## src/common/spdif_pkg.sv

```systemverilog
/* S/PDIF receiver constants, preamble codes, register map
   and the subframe and sample structs */
package spdif_pkg;

    localparam int clk_per_bit      = 4;
    localparam int half_cell_clks   = clk_per_bit / 2;
    localparam int subframe_clks    = 32 * clk_per_bit;
    // preamble spans slots 0 to 3
    localparam int preamble_clks    = 4 * clk_per_bit;
    localparam int data_slots       = 28;
    localparam int fifo_depth       = 8;
    localparam int cs_bits          = 32;
    localparam int frames_per_block = 192;

    localparam int apb_addr_w = 8;
    localparam int apb_data_w = 32;

    localparam logic [apb_addr_w-1:0] reg_status = 8'h00;
    localparam logic [apb_addr_w-1:0] reg_data   = 8'h04;
    localparam logic [apb_addr_w-1:0] reg_cstat  = 8'h08;
    localparam logic [apb_addr_w-1:0] reg_ctrl   = 8'h0C;

    // half-cell codes with the first half-cell high
    localparam logic [7:0] code_b = 8'b1110_1000;
    localparam logic [7:0] code_m = 8'b1110_0010;
    localparam logic [7:0] code_w = 8'b1110_0100;

    typedef enum logic [1:0] {
        pre_none,
        pre_b,
        pre_m,
        pre_w
    } preamble_t;

    typedef struct packed {
        preamble_t   preamble;
        logic [23:0] audio;
        logic        v;
        logic        u;
        logic        c;
        logic        parity_ok;
        logic [3:0]  aux;
    } subframe_t;

    typedef struct packed {
        logic        right;
        logic [23:0] audio;
    } sample_t;

endpackage

```

## src/hdl/spdif_apb_regs.sv

```systemverilog
/* APB3 register block: status, sample data, channel status and control */
`timescale 1ns/1ps

module spdif_apb_regs (
    input  logic                                   clk,
    input  logic                                   rst,
    input  logic [spdif_pkg::apb_addr_w-1:0]       paddr,
    input  logic                                   psel,
    input  logic                                   penable,
    input  logic                                   pwrite,
    input  logic [spdif_pkg::apb_data_w-1:0]       pwdata,
    output logic [spdif_pkg::apb_data_w-1:0]       prdata,
    output logic                                   pready,
    output logic                                   pslverr,
    input  logic                                   locked,
    input  logic                                   parity_err,
    input  logic                                   overflow,
    input  logic [$clog2(spdif_pkg::fifo_depth):0] fifo_count,
    input  logic                                   fifo_empty,
    input  spdif_pkg::sample_t                     fifo_head,
    output logic                                   fifo_pop,
    input  logic [spdif_pkg::cs_bits-1:0]          cstat,
    input  logic                                   cstat_valid,
    output logic                                   enable
);
    import spdif_pkg::*;

    localparam int cnt_w = $clog2(fifo_depth) + 1;

    logic               access;
    logic               rd_access;
    logic               wr_access;
    logic               mapped;
    logic               perr_flag;
    logic               ovf_flag;
    logic [cs_bits-1:0] cstat_q;

    assign access    = psel && penable;
    assign rd_access = access && !pwrite;
    assign wr_access = access && pwrite;
    assign pready    = 1'b1;
    assign pslverr   = access && !mapped;
    assign fifo_pop  = rd_access && paddr == reg_data && !fifo_empty;

    always_comb begin
        prdata = '0;
        mapped = 1'b1;
        case (paddr)
            reg_status: begin
                prdata[0]           = locked;
                prdata[1]           = perr_flag;
                prdata[2]           = ovf_flag;
                prdata[4 +: cnt_w]  = fifo_count;
            end
            reg_data: begin
                // empty reads as zero
                if (!fifo_empty) begin
                    prdata[$bits(sample_t)-1:0] = fifo_head;
                end
            end
            reg_cstat: prdata[cs_bits-1:0] = cstat_q;
            reg_ctrl:  prdata[0] = enable;
            default:   mapped = 1'b0;
        endcase
    end

    always_ff @(posedge clk) begin
        if (rst) begin
            enable    <= 1'b1;
            perr_flag <= 1'b0;
            ovf_flag  <= 1'b0;
            cstat_q   <= '0;
        end else begin
            if (wr_access && paddr == reg_ctrl) begin
                enable <= pwdata[0];
                if (pwdata[1]) begin
                    perr_flag <= 1'b0;
                    ovf_flag  <= 1'b0;
                end
            end
            // a new event wins over a clear in the same cycle
            if (parity_err) begin
                perr_flag <= 1'b1;
            end
            if (overflow) begin
                ovf_flag <= 1'b1;
            end
            if (cstat_valid) begin
                cstat_q <= cstat;
            end
        end
    end

endmodule

```

## src/hdl/spdif_fifo.sv

```systemverilog
/* synchronous FIFO with typed payload and overflow pulse */
`timescale 1ns/1ps

module spdif_fifo #(
    parameter type payload_t = logic [7:0],
    parameter int  depth     = 8
) (
    input  logic                   clk,
    input  logic                   rst,
    input  logic                   push,
    input  payload_t               push_data,
    input  logic                   pop,
    output payload_t               pop_data,
    output logic [$clog2(depth):0] count,
    output logic                   empty,
    output logic                   overflow
);
    localparam int ptr_w = $clog2(depth);
    localparam int cnt_w = ptr_w + 1;

    payload_t         mem [depth];
    logic [ptr_w-1:0] wr_ptr;
    logic [ptr_w-1:0] rd_ptr;
    logic             full;
    logic             do_push;
    logic             do_pop;

    function automatic logic [ptr_w-1:0] next_ptr(input logic [ptr_w-1:0] ptr);
        next_ptr = (ptr == ptr_w'(depth - 1)) ? '0 : ptr + 1'b1;
    endfunction

    assign empty    = count == '0;
    assign full     = count == cnt_w'(depth);
    assign do_pop   = pop && !empty;
    // a pop in the same cycle frees the slot
    assign do_push  = push && (!full || do_pop);
    assign pop_data = mem[rd_ptr];

    always_ff @(posedge clk) begin
        if (rst) begin
            wr_ptr   <= '0;
            rd_ptr   <= '0;
            count    <= '0;
            overflow <= 1'b0;
        end else begin
            overflow <= push && !do_push;
            if (do_push) begin
                wr_ptr <= next_ptr(wr_ptr);
            end
            if (do_pop) begin
                rd_ptr <= next_ptr(rd_ptr);
            end
            count <= count + cnt_w'(do_push) - cnt_w'(do_pop);
        end
    end

    always_ff @(posedge clk) begin
        if (do_push) begin
            mem[wr_ptr] <= push_data;
        end
    end

    assert property (@(posedge clk) disable iff (rst) pop |-> !empty)
        else $error("pop from empty FIFO");

endmodule

```

## src/hdl/spdif_rx_top.sv

```systemverilog
/* S/PDIF receiver top: decoder, channel-status capture, sample FIFO, APB regs */
`timescale 1ns/1ps

module spdif_rx_top (
    input  logic                             clk,
    input  logic                             rst,
    input  logic                             spdif_in,
    input  logic [spdif_pkg::apb_addr_w-1:0] paddr,
    input  logic                             psel,
    input  logic                             penable,
    input  logic                             pwrite,
    input  logic [spdif_pkg::apb_data_w-1:0] pwdata,
    output logic [spdif_pkg::apb_data_w-1:0] prdata,
    output logic                             pready,
    output logic                             pslverr
);
    import spdif_pkg::*;

    localparam int cnt_w = $clog2(fifo_depth) + 1;

    subframe_t          subframe;
    logic               subframe_valid;
    logic               locked;
    logic [cs_bits-1:0] cstat;
    logic               cstat_valid;
    logic               push;
    sample_t            push_data;
    logic               pop;
    sample_t            pop_data;
    logic [cnt_w-1:0]   count;
    logic               empty;
    logic               overflow;
    logic               enable;
    logic               parity_err;

    // good-parity subframes only, while enabled
    assign push       = subframe_valid && subframe.parity_ok && enable;
    assign push_data  = '{right: subframe.preamble == pre_w, audio: subframe.audio};
    assign parity_err = subframe_valid && !subframe.parity_ok;

    spdif_dai spdif_dai_inst (
        .clk            (clk),
        .rst            (rst),
        .spdif_in       (spdif_in),
        .subframe       (subframe),
        .subframe_valid (subframe_valid),
        .locked         (locked)
    );

    spdif_cs_capture spdif_cs_capture_inst (
        .clk            (clk),
        .rst            (rst),
        .subframe       (subframe),
        .subframe_valid (subframe_valid),
        .cstat          (cstat),
        .cstat_valid    (cstat_valid)
    );

    spdif_fifo #(
        .payload_t (sample_t),
        .depth     (fifo_depth)
    ) spdif_fifo_inst (
        .clk       (clk),
        .rst       (rst),
        .push      (push),
        .push_data (push_data),
        .pop       (pop),
        .pop_data  (pop_data),
        .count     (count),
        .empty     (empty),
        .overflow  (overflow)
    );

    spdif_apb_regs spdif_apb_regs_inst (
        .clk         (clk),
        .rst         (rst),
        .paddr       (paddr),
        .psel        (psel),
        .penable     (penable),
        .pwrite      (pwrite),
        .pwdata      (pwdata),
        .prdata      (prdata),
        .pready      (pready),
        .pslverr     (pslverr),
        .locked      (locked),
        .parity_err  (parity_err),
        .overflow    (overflow),
        .fifo_count  (count),
        .fifo_empty  (empty),
        .fifo_head   (pop_data),
        .fifo_pop    (pop),
        .cstat       (cstat),
        .cstat_valid (cstat_valid),
        .enable      (enable)
    );

endmodule

```

## src/spdif_dai/spdif_cs_capture.sv

```systemverilog
/* channel-status capture from channel A, aligned to the B preamble */
`timescale 1ns/1ps

module spdif_cs_capture (
    input  logic                          clk,
    input  logic                          rst,
    input  spdif_pkg::subframe_t          subframe,
    input  logic                          subframe_valid,
    output logic [spdif_pkg::cs_bits-1:0] cstat,
    output logic                          cstat_valid
);
    import spdif_pkg::*;

    localparam int idx_w = $clog2(frames_per_block + 1);

    logic [idx_w-1:0]   frame_idx;
    logic               in_block;
    logic               chan_a;
    logic               is_b;
    logic               store_bit;
    logic               cs_last;
    logic [cs_bits-1:0] cs_sr;
    logic [cs_bits-1:0] cs_next;

    assign is_b   = subframe.preamble == pre_b;
    assign chan_a = subframe_valid && (is_b || subframe.preamble == pre_m);

    // frame_idx is the index of the channel-A frame now arriving
    assign store_bit = chan_a && (is_b || (in_block && frame_idx < idx_w'(cs_bits)));
    assign cs_last   = chan_a && !is_b && in_block && frame_idx == idx_w'(cs_bits - 1);
    assign cs_next   = {subframe.c, cs_sr[cs_bits-1:1]};

    always_ff @(posedge clk) begin
        if (rst) begin
            frame_idx   <= '0;
            in_block    <= 1'b0;
            cstat_valid <= 1'b0;
        end else begin
            cstat_valid <= cs_last;
            if (chan_a) begin
                if (is_b) begin
                    in_block  <= 1'b1;
                    frame_idx <= idx_w'(1);
                end else if (in_block) begin
                    // block ran past its length with no new B
                    if (frame_idx == idx_w'(frames_per_block)) begin
                        in_block <= 1'b0;
                    end else begin
                        frame_idx <= frame_idx + 1'b1;
                    end
                end
            end
        end
    end

    always_ff @(posedge clk) begin
        if (store_bit) begin
            cs_sr <= cs_next;
        end
        if (cs_last) begin
            cstat <= cs_next;
        end
    end

endmodule

```

## src/spdif_dai/spdif_dai.sv

```systemverilog
/* S/PDIF biphase-mark decoder: input synchronizer, preamble search
   and lock, data slot decode and even parity check */
`timescale 1ns/1ps

module spdif_dai (
    input  logic                 clk,
    input  logic                 rst,
    input  logic                 spdif_in,
    output spdif_pkg::subframe_t subframe,
    output logic                 subframe_valid,
    output logic                 locked
);
    import spdif_pkg::*;

    localparam int hist_len = preamble_clks - 1;
    localparam int phase_w  = $clog2(subframe_clks) + 1;
    localparam int run_clks = 3 * half_cell_clks;

    localparam logic [phase_w-1:0] pre_end  = phase_w'(preamble_clks - 1);
    localparam logic [phase_w-1:0] last_clk = phase_w'(subframe_clks - 1);
    localparam logic [phase_w-1:0] bit_mask = phase_w'(clk_per_bit - 1);

    typedef enum logic [1:0] {
        st_search,
        st_check,
        st_locked
    } state_t;

    state_t                 state;
    logic                   sync1;
    logic [hist_len-1:0]    hist;
    logic [phase_w-1:0]     phase;
    logic [7:0]             code;
    preamble_t              code_type;
    preamble_t              pre_q;
    logic                   run_start;
    logic                   armed;
    logic                   bit_strobe;
    logic                   data_bit;
    logic                   last_slot;
    logic [data_slots-1:0]  data_sr;
    logic [data_slots-1:0]  data_next;

    function automatic preamble_t classify(input logic [7:0] hc);
        logic [7:0] norm;
        norm = hc[7] ? hc : ~hc;
        case (norm)
            code_b:  classify = pre_b;
            code_m:  classify = pre_m;
            code_w:  classify = pre_w;
            default: classify = pre_none;
        endcase
    endfunction

    // hist[0] is the newest synchronized sample
    always_ff @(posedge clk) begin
        if (rst) begin
            sync1 <= 1'b0;
            hist  <= '0;
        end else begin
            sync1 <= spdif_in;
            hist  <= {hist[hist_len-2:0], sync1};
        end
    end

    // second sample of each of the eight preamble half-cells
    always_comb begin
        for (int i = 0; i < 8; i++) begin
            code[i] = hist[2*i];
        end
    end

    assign code_type = classify(code);

    // a transition followed by three half-cells at one level
    assign run_start = (hist[run_clks] != hist[0]) &&
                       ((&hist[run_clks-1:0]) || !(|hist[run_clks-1:0]));

    // a one has a transition between its two half-cells
    assign bit_strobe = (phase > pre_end) && ((phase & bit_mask) == bit_mask);
    assign data_bit   = hist[0] != hist[half_cell_clks];
    assign data_next  = {data_bit, data_sr[data_slots-1:1]};
    assign last_slot  = phase == last_clk;
    assign locked     = state == st_locked;

    always_ff @(posedge clk) begin
        if (rst) begin
            state          <= st_search;
            phase          <= '0;
            armed          <= 1'b0;
            subframe_valid <= 1'b0;
        end else begin
            subframe_valid <= 1'b0;
            case (state)
                st_search: begin
                    phase <= '0;
                    if (run_start) begin
                        // hist[0] already holds the sixth preamble sample
                        phase <= phase_w'(run_clks);
                        state <= st_check;
                    end
                end
                st_check, st_locked: begin
                    phase <= last_slot ? '0 : phase + 1'b1;
                    if (phase == pre_end) begin
                        if (code_type == pre_none) begin
                            state <= st_search;
                            armed <= 1'b0;
                        end else begin
                            // only subframes whose boundary was predicted go out
                            armed <= state == st_locked;
                            state <= st_locked;
                        end
                    end
                    if (last_slot) begin
                        subframe_valid <= armed;
                    end
                end
                default: state <= st_search;
            endcase
        end
    end

    // slots arrive lsb first
    always_ff @(posedge clk) begin
        if (bit_strobe) begin
            data_sr <= data_next;
        end
        if (phase == pre_end) begin
            pre_q <= code_type;
        end
        if (last_slot) begin
            subframe <= '{preamble:  pre_q,
                          audio:     data_next[23:0],
                          v:         data_next[24],
                          u:         data_next[25],
                          c:         data_next[26],
                          parity_ok: ~^data_next,
                          aux:       data_next[3:0]};
        end
    end

    assert property (@(posedge clk) disable iff (rst) subframe_valid |-> locked)
        else $error("subframe_valid while not locked");

    assert property (@(posedge clk) disable iff (rst) phase < phase_w'(subframe_clks))
        else $error("phase counter out of range");

endmodule

```

## config.mk

```make
export PLATFORM = sky130hd
export DESIGN_NAME = spdif_rx_top
export DESIGN_NICKNAME = d
export VERILOG_FILES = /design/src/common/spdif_pkg.sv /design/src/hdl/spdif_apb_regs.sv /design/src/hdl/spdif_fifo.sv /design/src/hdl/spdif_rx_top.sv /design/src/spdif_dai/spdif_cs_capture.sv /design/src/spdif_dai/spdif_dai.sv
export SDC_FILE = /design/constraint.sdc
export NUM_CORES = 1
export LEC_CHECK = 0
export BUFFER_PORTS_ARGS = -buffer_cell sky130_fd_sc_hd__buf_2
export CORE_ASPECT_RATIO = 1.1
export CORE_MARGIN = 4
export CORE_UTILIZATION = 55
export CTS_CLUSTER_SIZE = 10
export DETAILED_ROUTE_END_ITERATION = 8
export GPL_TIMING_DRIVEN = 0
export PLACE_DENSITY_LB_ADDON = 0.2
export SLEW_MARGIN = 5
export SYNTH_ARGS = -nofsm -noshare
export SYNTH_HDL_FRONTEND = slang
export SYNTH_SLANG_ARGS = --single-unit
```

## constraint.sdc

```tcl
create_clock -name clk -period 5.3 [get_ports clk]
set_clock_uncertainty 0.2 [all_clocks]
set_input_delay 1.59 -clock clk [delete_from_list [all_inputs] [get_ports clk]]
set_output_delay 1.59 -clock clk [all_outputs]
set_load 0.05 [all_outputs]
```

==> flow_summary_export.csv <==
group,metric,value,unit
status,status,"finished clean",
routing,via_per_inst,5.61,
placed_design,port-buffer-count,48,
power,clkPwrFrac,44.3,%
die,start_util,56.4,%
power,power.leakage,5.72,nW
layout,antenna_cells,0,
clock_tree,numCtsBuffers,46,
die,rows,63,
synth,yosysWarnings,0,
setup_path,cp-startpoint,"paddr[1]",
routing,drt_pre_antenna_iters,5,
synth,synth-edff-count,320,
sta,drv_slew,0,
layout,layout_commonest_cell,"edfxtp_1",
placed_design,place.gp.congestion,0.782,
sta,fin_ws,64.8,ps
routing,vias,7865,
setup_path,start_kind,"input port",
die,die_h,183,um
global_routing,antenna_found_initial,3,
die,fp.dieW,168,um
sta,setup_viol,0,
synth,ys.flop_type,"edfxtp_1",
global_routing,gr-total-overflow,0,
clock_tree,clkLatencyLatePin,540,ps
clock_tree,post_cts_buffers,0,
clock_tree,clock_sinks,407,
layout,syn_to_final_growth,15.4,%
flow_run,cap_viol_max_count,0,
setup_path,reg2reg_depth,9,
setup_path,worst-r2r-setup-slack,1610,ps
clock_tree,clkTransAtPathRegs,50,ps
clock_tree,cts_tree,"yes",
placed_design,post-dp-hpwl,20500,um
setup_path,path_cells,"buf_2 > nor4_4 > nand2_2 > or2_2 > clkbuf_2 > o21ai_0 > buf_2",
setup_path,cpMostUsedCell,"buf_2",
synth,yosysSeqAreaShare,73.7,%
setup_path,path_delay_family,"simple AND/OR/NAND/NOR gates",
power,switchingPower,1.19,mW
setup_path,crit_end,"prdata[5]",
synth,avgSynthCellArea,17.0,um2
worst_hold_path,hold_class,"reg2reg",
sta,tightest_slew,1200,ps
sta,finalHoldViolCount,0,
setup_path,required,3510,ps
power,seqPwrFrac,54.6,%
layout,final_nets,1083,
global_routing,grt_pass1_vias,8046,
routing,drtIter0Drc,692,
power,combPwrFrac,1.1,%
synth,yosysTopAreaCellShare,62.4,%
die,pin_count,80,
setup_path,worstReg2RegStart,"spdif_fifo_inst.count[2]",
power,p_per_area,351,nW/um2
placed_design,dp_cells,1326,
clock_tree,root_buffer,"clkbuf_16",
sta,max_freq,191,MHz
setup_path,crit_arrival,3450,ps
clock_tree,cts_max_path_buffers,3,
setup_path,cp_num_buf_inv,3,
setup_path,worstReg2RegEnd,"spdif_fifo_inst.mem[6][1]",
sta,max-slew-margin-rel,19.4,%
power,swShare,19.1,%
global_routing,track_usage,20.3,%
routing,routedWlPerCell,21.8,um
power,vdd_drop_max,0.000256,V
synth,synth.distinct_cells,51,
die,die_area,30700,um2
setup_path,crit_type,"in2out",
layout,post_route_cells_drive_above_1_share,18.9,%
synth,synthArstFlopShare,0,%
synth,synth_area,15400,um2
power,fin_total_pwr,6.24,mW
setup_path,slowest_stage,"or2_2",
setup_path,critPathCaptureType,"output port",
routing,drc,0,
routing,wl,30500,um
die,coreArea,27300,um2
setup_path,slowest_delay,380,ps
global_routing,grt_max_degree,29,
power,p_int,5.05,mW
sta,period_needed,5240,ps
synth,syn-num-nets,969,
layout,fin_cells,1401,
synth,yosysTopAreaCell,"edfxtp_1",
synth,synth-seq-cells,407,
sta,fin_crit_sh,98.8,%
setup_path,path_depth,7,
clock_tree,htreeDepth,2,
layout,most-common-layout-cells,"320 x edfxtp_1, 87 x dfxtp_1, 68 x nor2_1",
global_routing,grt_pass1_wl,47700,um
synth,yosys-top-cells-area,"edfxtp_1 62%, dfxtp_1 11%, mux4_2 7.3%",
routing,drt.antenna.violating_nets,0,
setup_path,cp_max_fo,10,
layout,fillers,1894,
placed_design,dp_slack,-273,ps
synth,synth_cells,903,
## cell usage after synthesis, types with 18 or more instances
| cell type | number |
|---|---|
| clkbuf_1 | 28 |
| mux4_2 | 50 |
| a21oi_1 | 18 |
| mux2i_1 | 62 |
| nor2b_1 | 29 |
| nand2_1 | 34 |
| dfxtp_1 | 87 |
| xnor2_1 | 27 |
| nor2_1 | 70 |
| ha_1 | 19 |
| edfxtp_1 | 320 |
| o21ai_0 | 27 |
## cell families after synthesis
| group | share of synthesized area, % |
|---|---|
| AO/OA/AOI/OAI | 2.72 |
| XOR/XNOR | 2.45 |
| adder cells (fa/ha/maj) | 1.67 |
| buffers and inverters | 1.41 |
| flip-flops | 73.7 |
| multiplexers | 11.5 |
| other | 0.0244 |
| AND/OR/NAND/NOR | 6.48 |
## worst min-delay path by stage
stage,to,depth (start not counted),start
final,spdif_dai_inst.subframe[32],0,spdif_dai_inst.pre_q[0]
after global routing,spdif_cs_capture_inst.cstat[0],0,spdif_cs_capture_inst.cs_sr[1]
after CTS,spdif_dai_inst.subframe[32],0,spdif_dai_inst.pre_q[0]
after detailed placement,spdif_dai_inst.subframe[32],0,spdif_dai_inst.pre_q[0]
after global placement,spdif_cs_capture_inst.cstat[0],0,spdif_cs_capture_inst.cs_sr[1]
after floorplan,spdif_cs_capture_inst.cstat[0],0,spdif_cs_capture_inst.cs_sr[1]
## final cells by class
cell class	instances	area (um2)	area share, %
plain buffers	41	179	1.01
clock buffers	73	1260	7.11
clock inverters	2	36.3	0.204
inverters	15	56.3	0.317
multi-input cells	440	3930	22.1
flip-flops and latches	407	11400	63.9
well taps	357	447	2.51
repair buffers	66	503	2.83
## registers in the layout, summed over array words and instances (netlist names), 2 cells and up, named ones only
register / count
spdif_dai_inst.data_sr: 27
spdif_fifo_inst.wr_ptr: 3
spdif_dai_inst.state: 2
spdif_fifo_inst.count: 4
spdif_dai_inst.subframe: 28
spdif_dai_inst.pre_q: 2
spdif_cs_capture_inst.cs_sr: 31
spdif_cs_capture_inst.cstat: 32
spdif_fifo_inst.rd_ptr: 3
spdif_dai_inst.hist: 15
spdif_dai_inst.phase: 8
spdif_apb_regs_inst.cstat_q: 32
spdif_cs_capture_inst.frame_idx: 8
spdif_fifo_inst.mem: 200
## through the flow
| stage | hold slack [ps] | TNS (ps) | area [um2] | utilization, % |
|---|---|---|---|---|
| finish | 219 | 0 | 17800 | 65.1 |
| global placement | 202 | -201020 | 16100 | 59.0 |
| CTS | 221 | 0 | 17700 | 65.0 |
| floorplan | 200 | -2030 | 15400 | - |
| detailed placement | 208 | -4830 | 16400 | 60.2 |
| global route | 241 | -0.191 | 17800 | 65.1 |
## power groups by stage
stage	Clock, mW	Sequential (mW)	Combinational [mW]
floorplan	0	3.47	0.0434
global placement	0	3.47	0.0647
detailed placement	0	3.47	0.0652
CTS	2.82	3.41	0.0656
global route	2.97	3.40	0.0738
finish	2.77	3.41	0.0656
## repair_timing
action                                  in CTS  in global routing
endpoints found under the setup margin      30                 15
resized for setup                            3                 15
hold buffers                                 0                  0
## layer usage
metal	vias up	GRT usage [%]	share of wire, %
li1	3644	-	-
met1	3937	28.6	44
met2	220	33.3	49
met3	64	3.29	5.3
met4	0	5.88	2.4
met5	-	0	0
No activity file was read; power rests on OpenSTA's default activity.
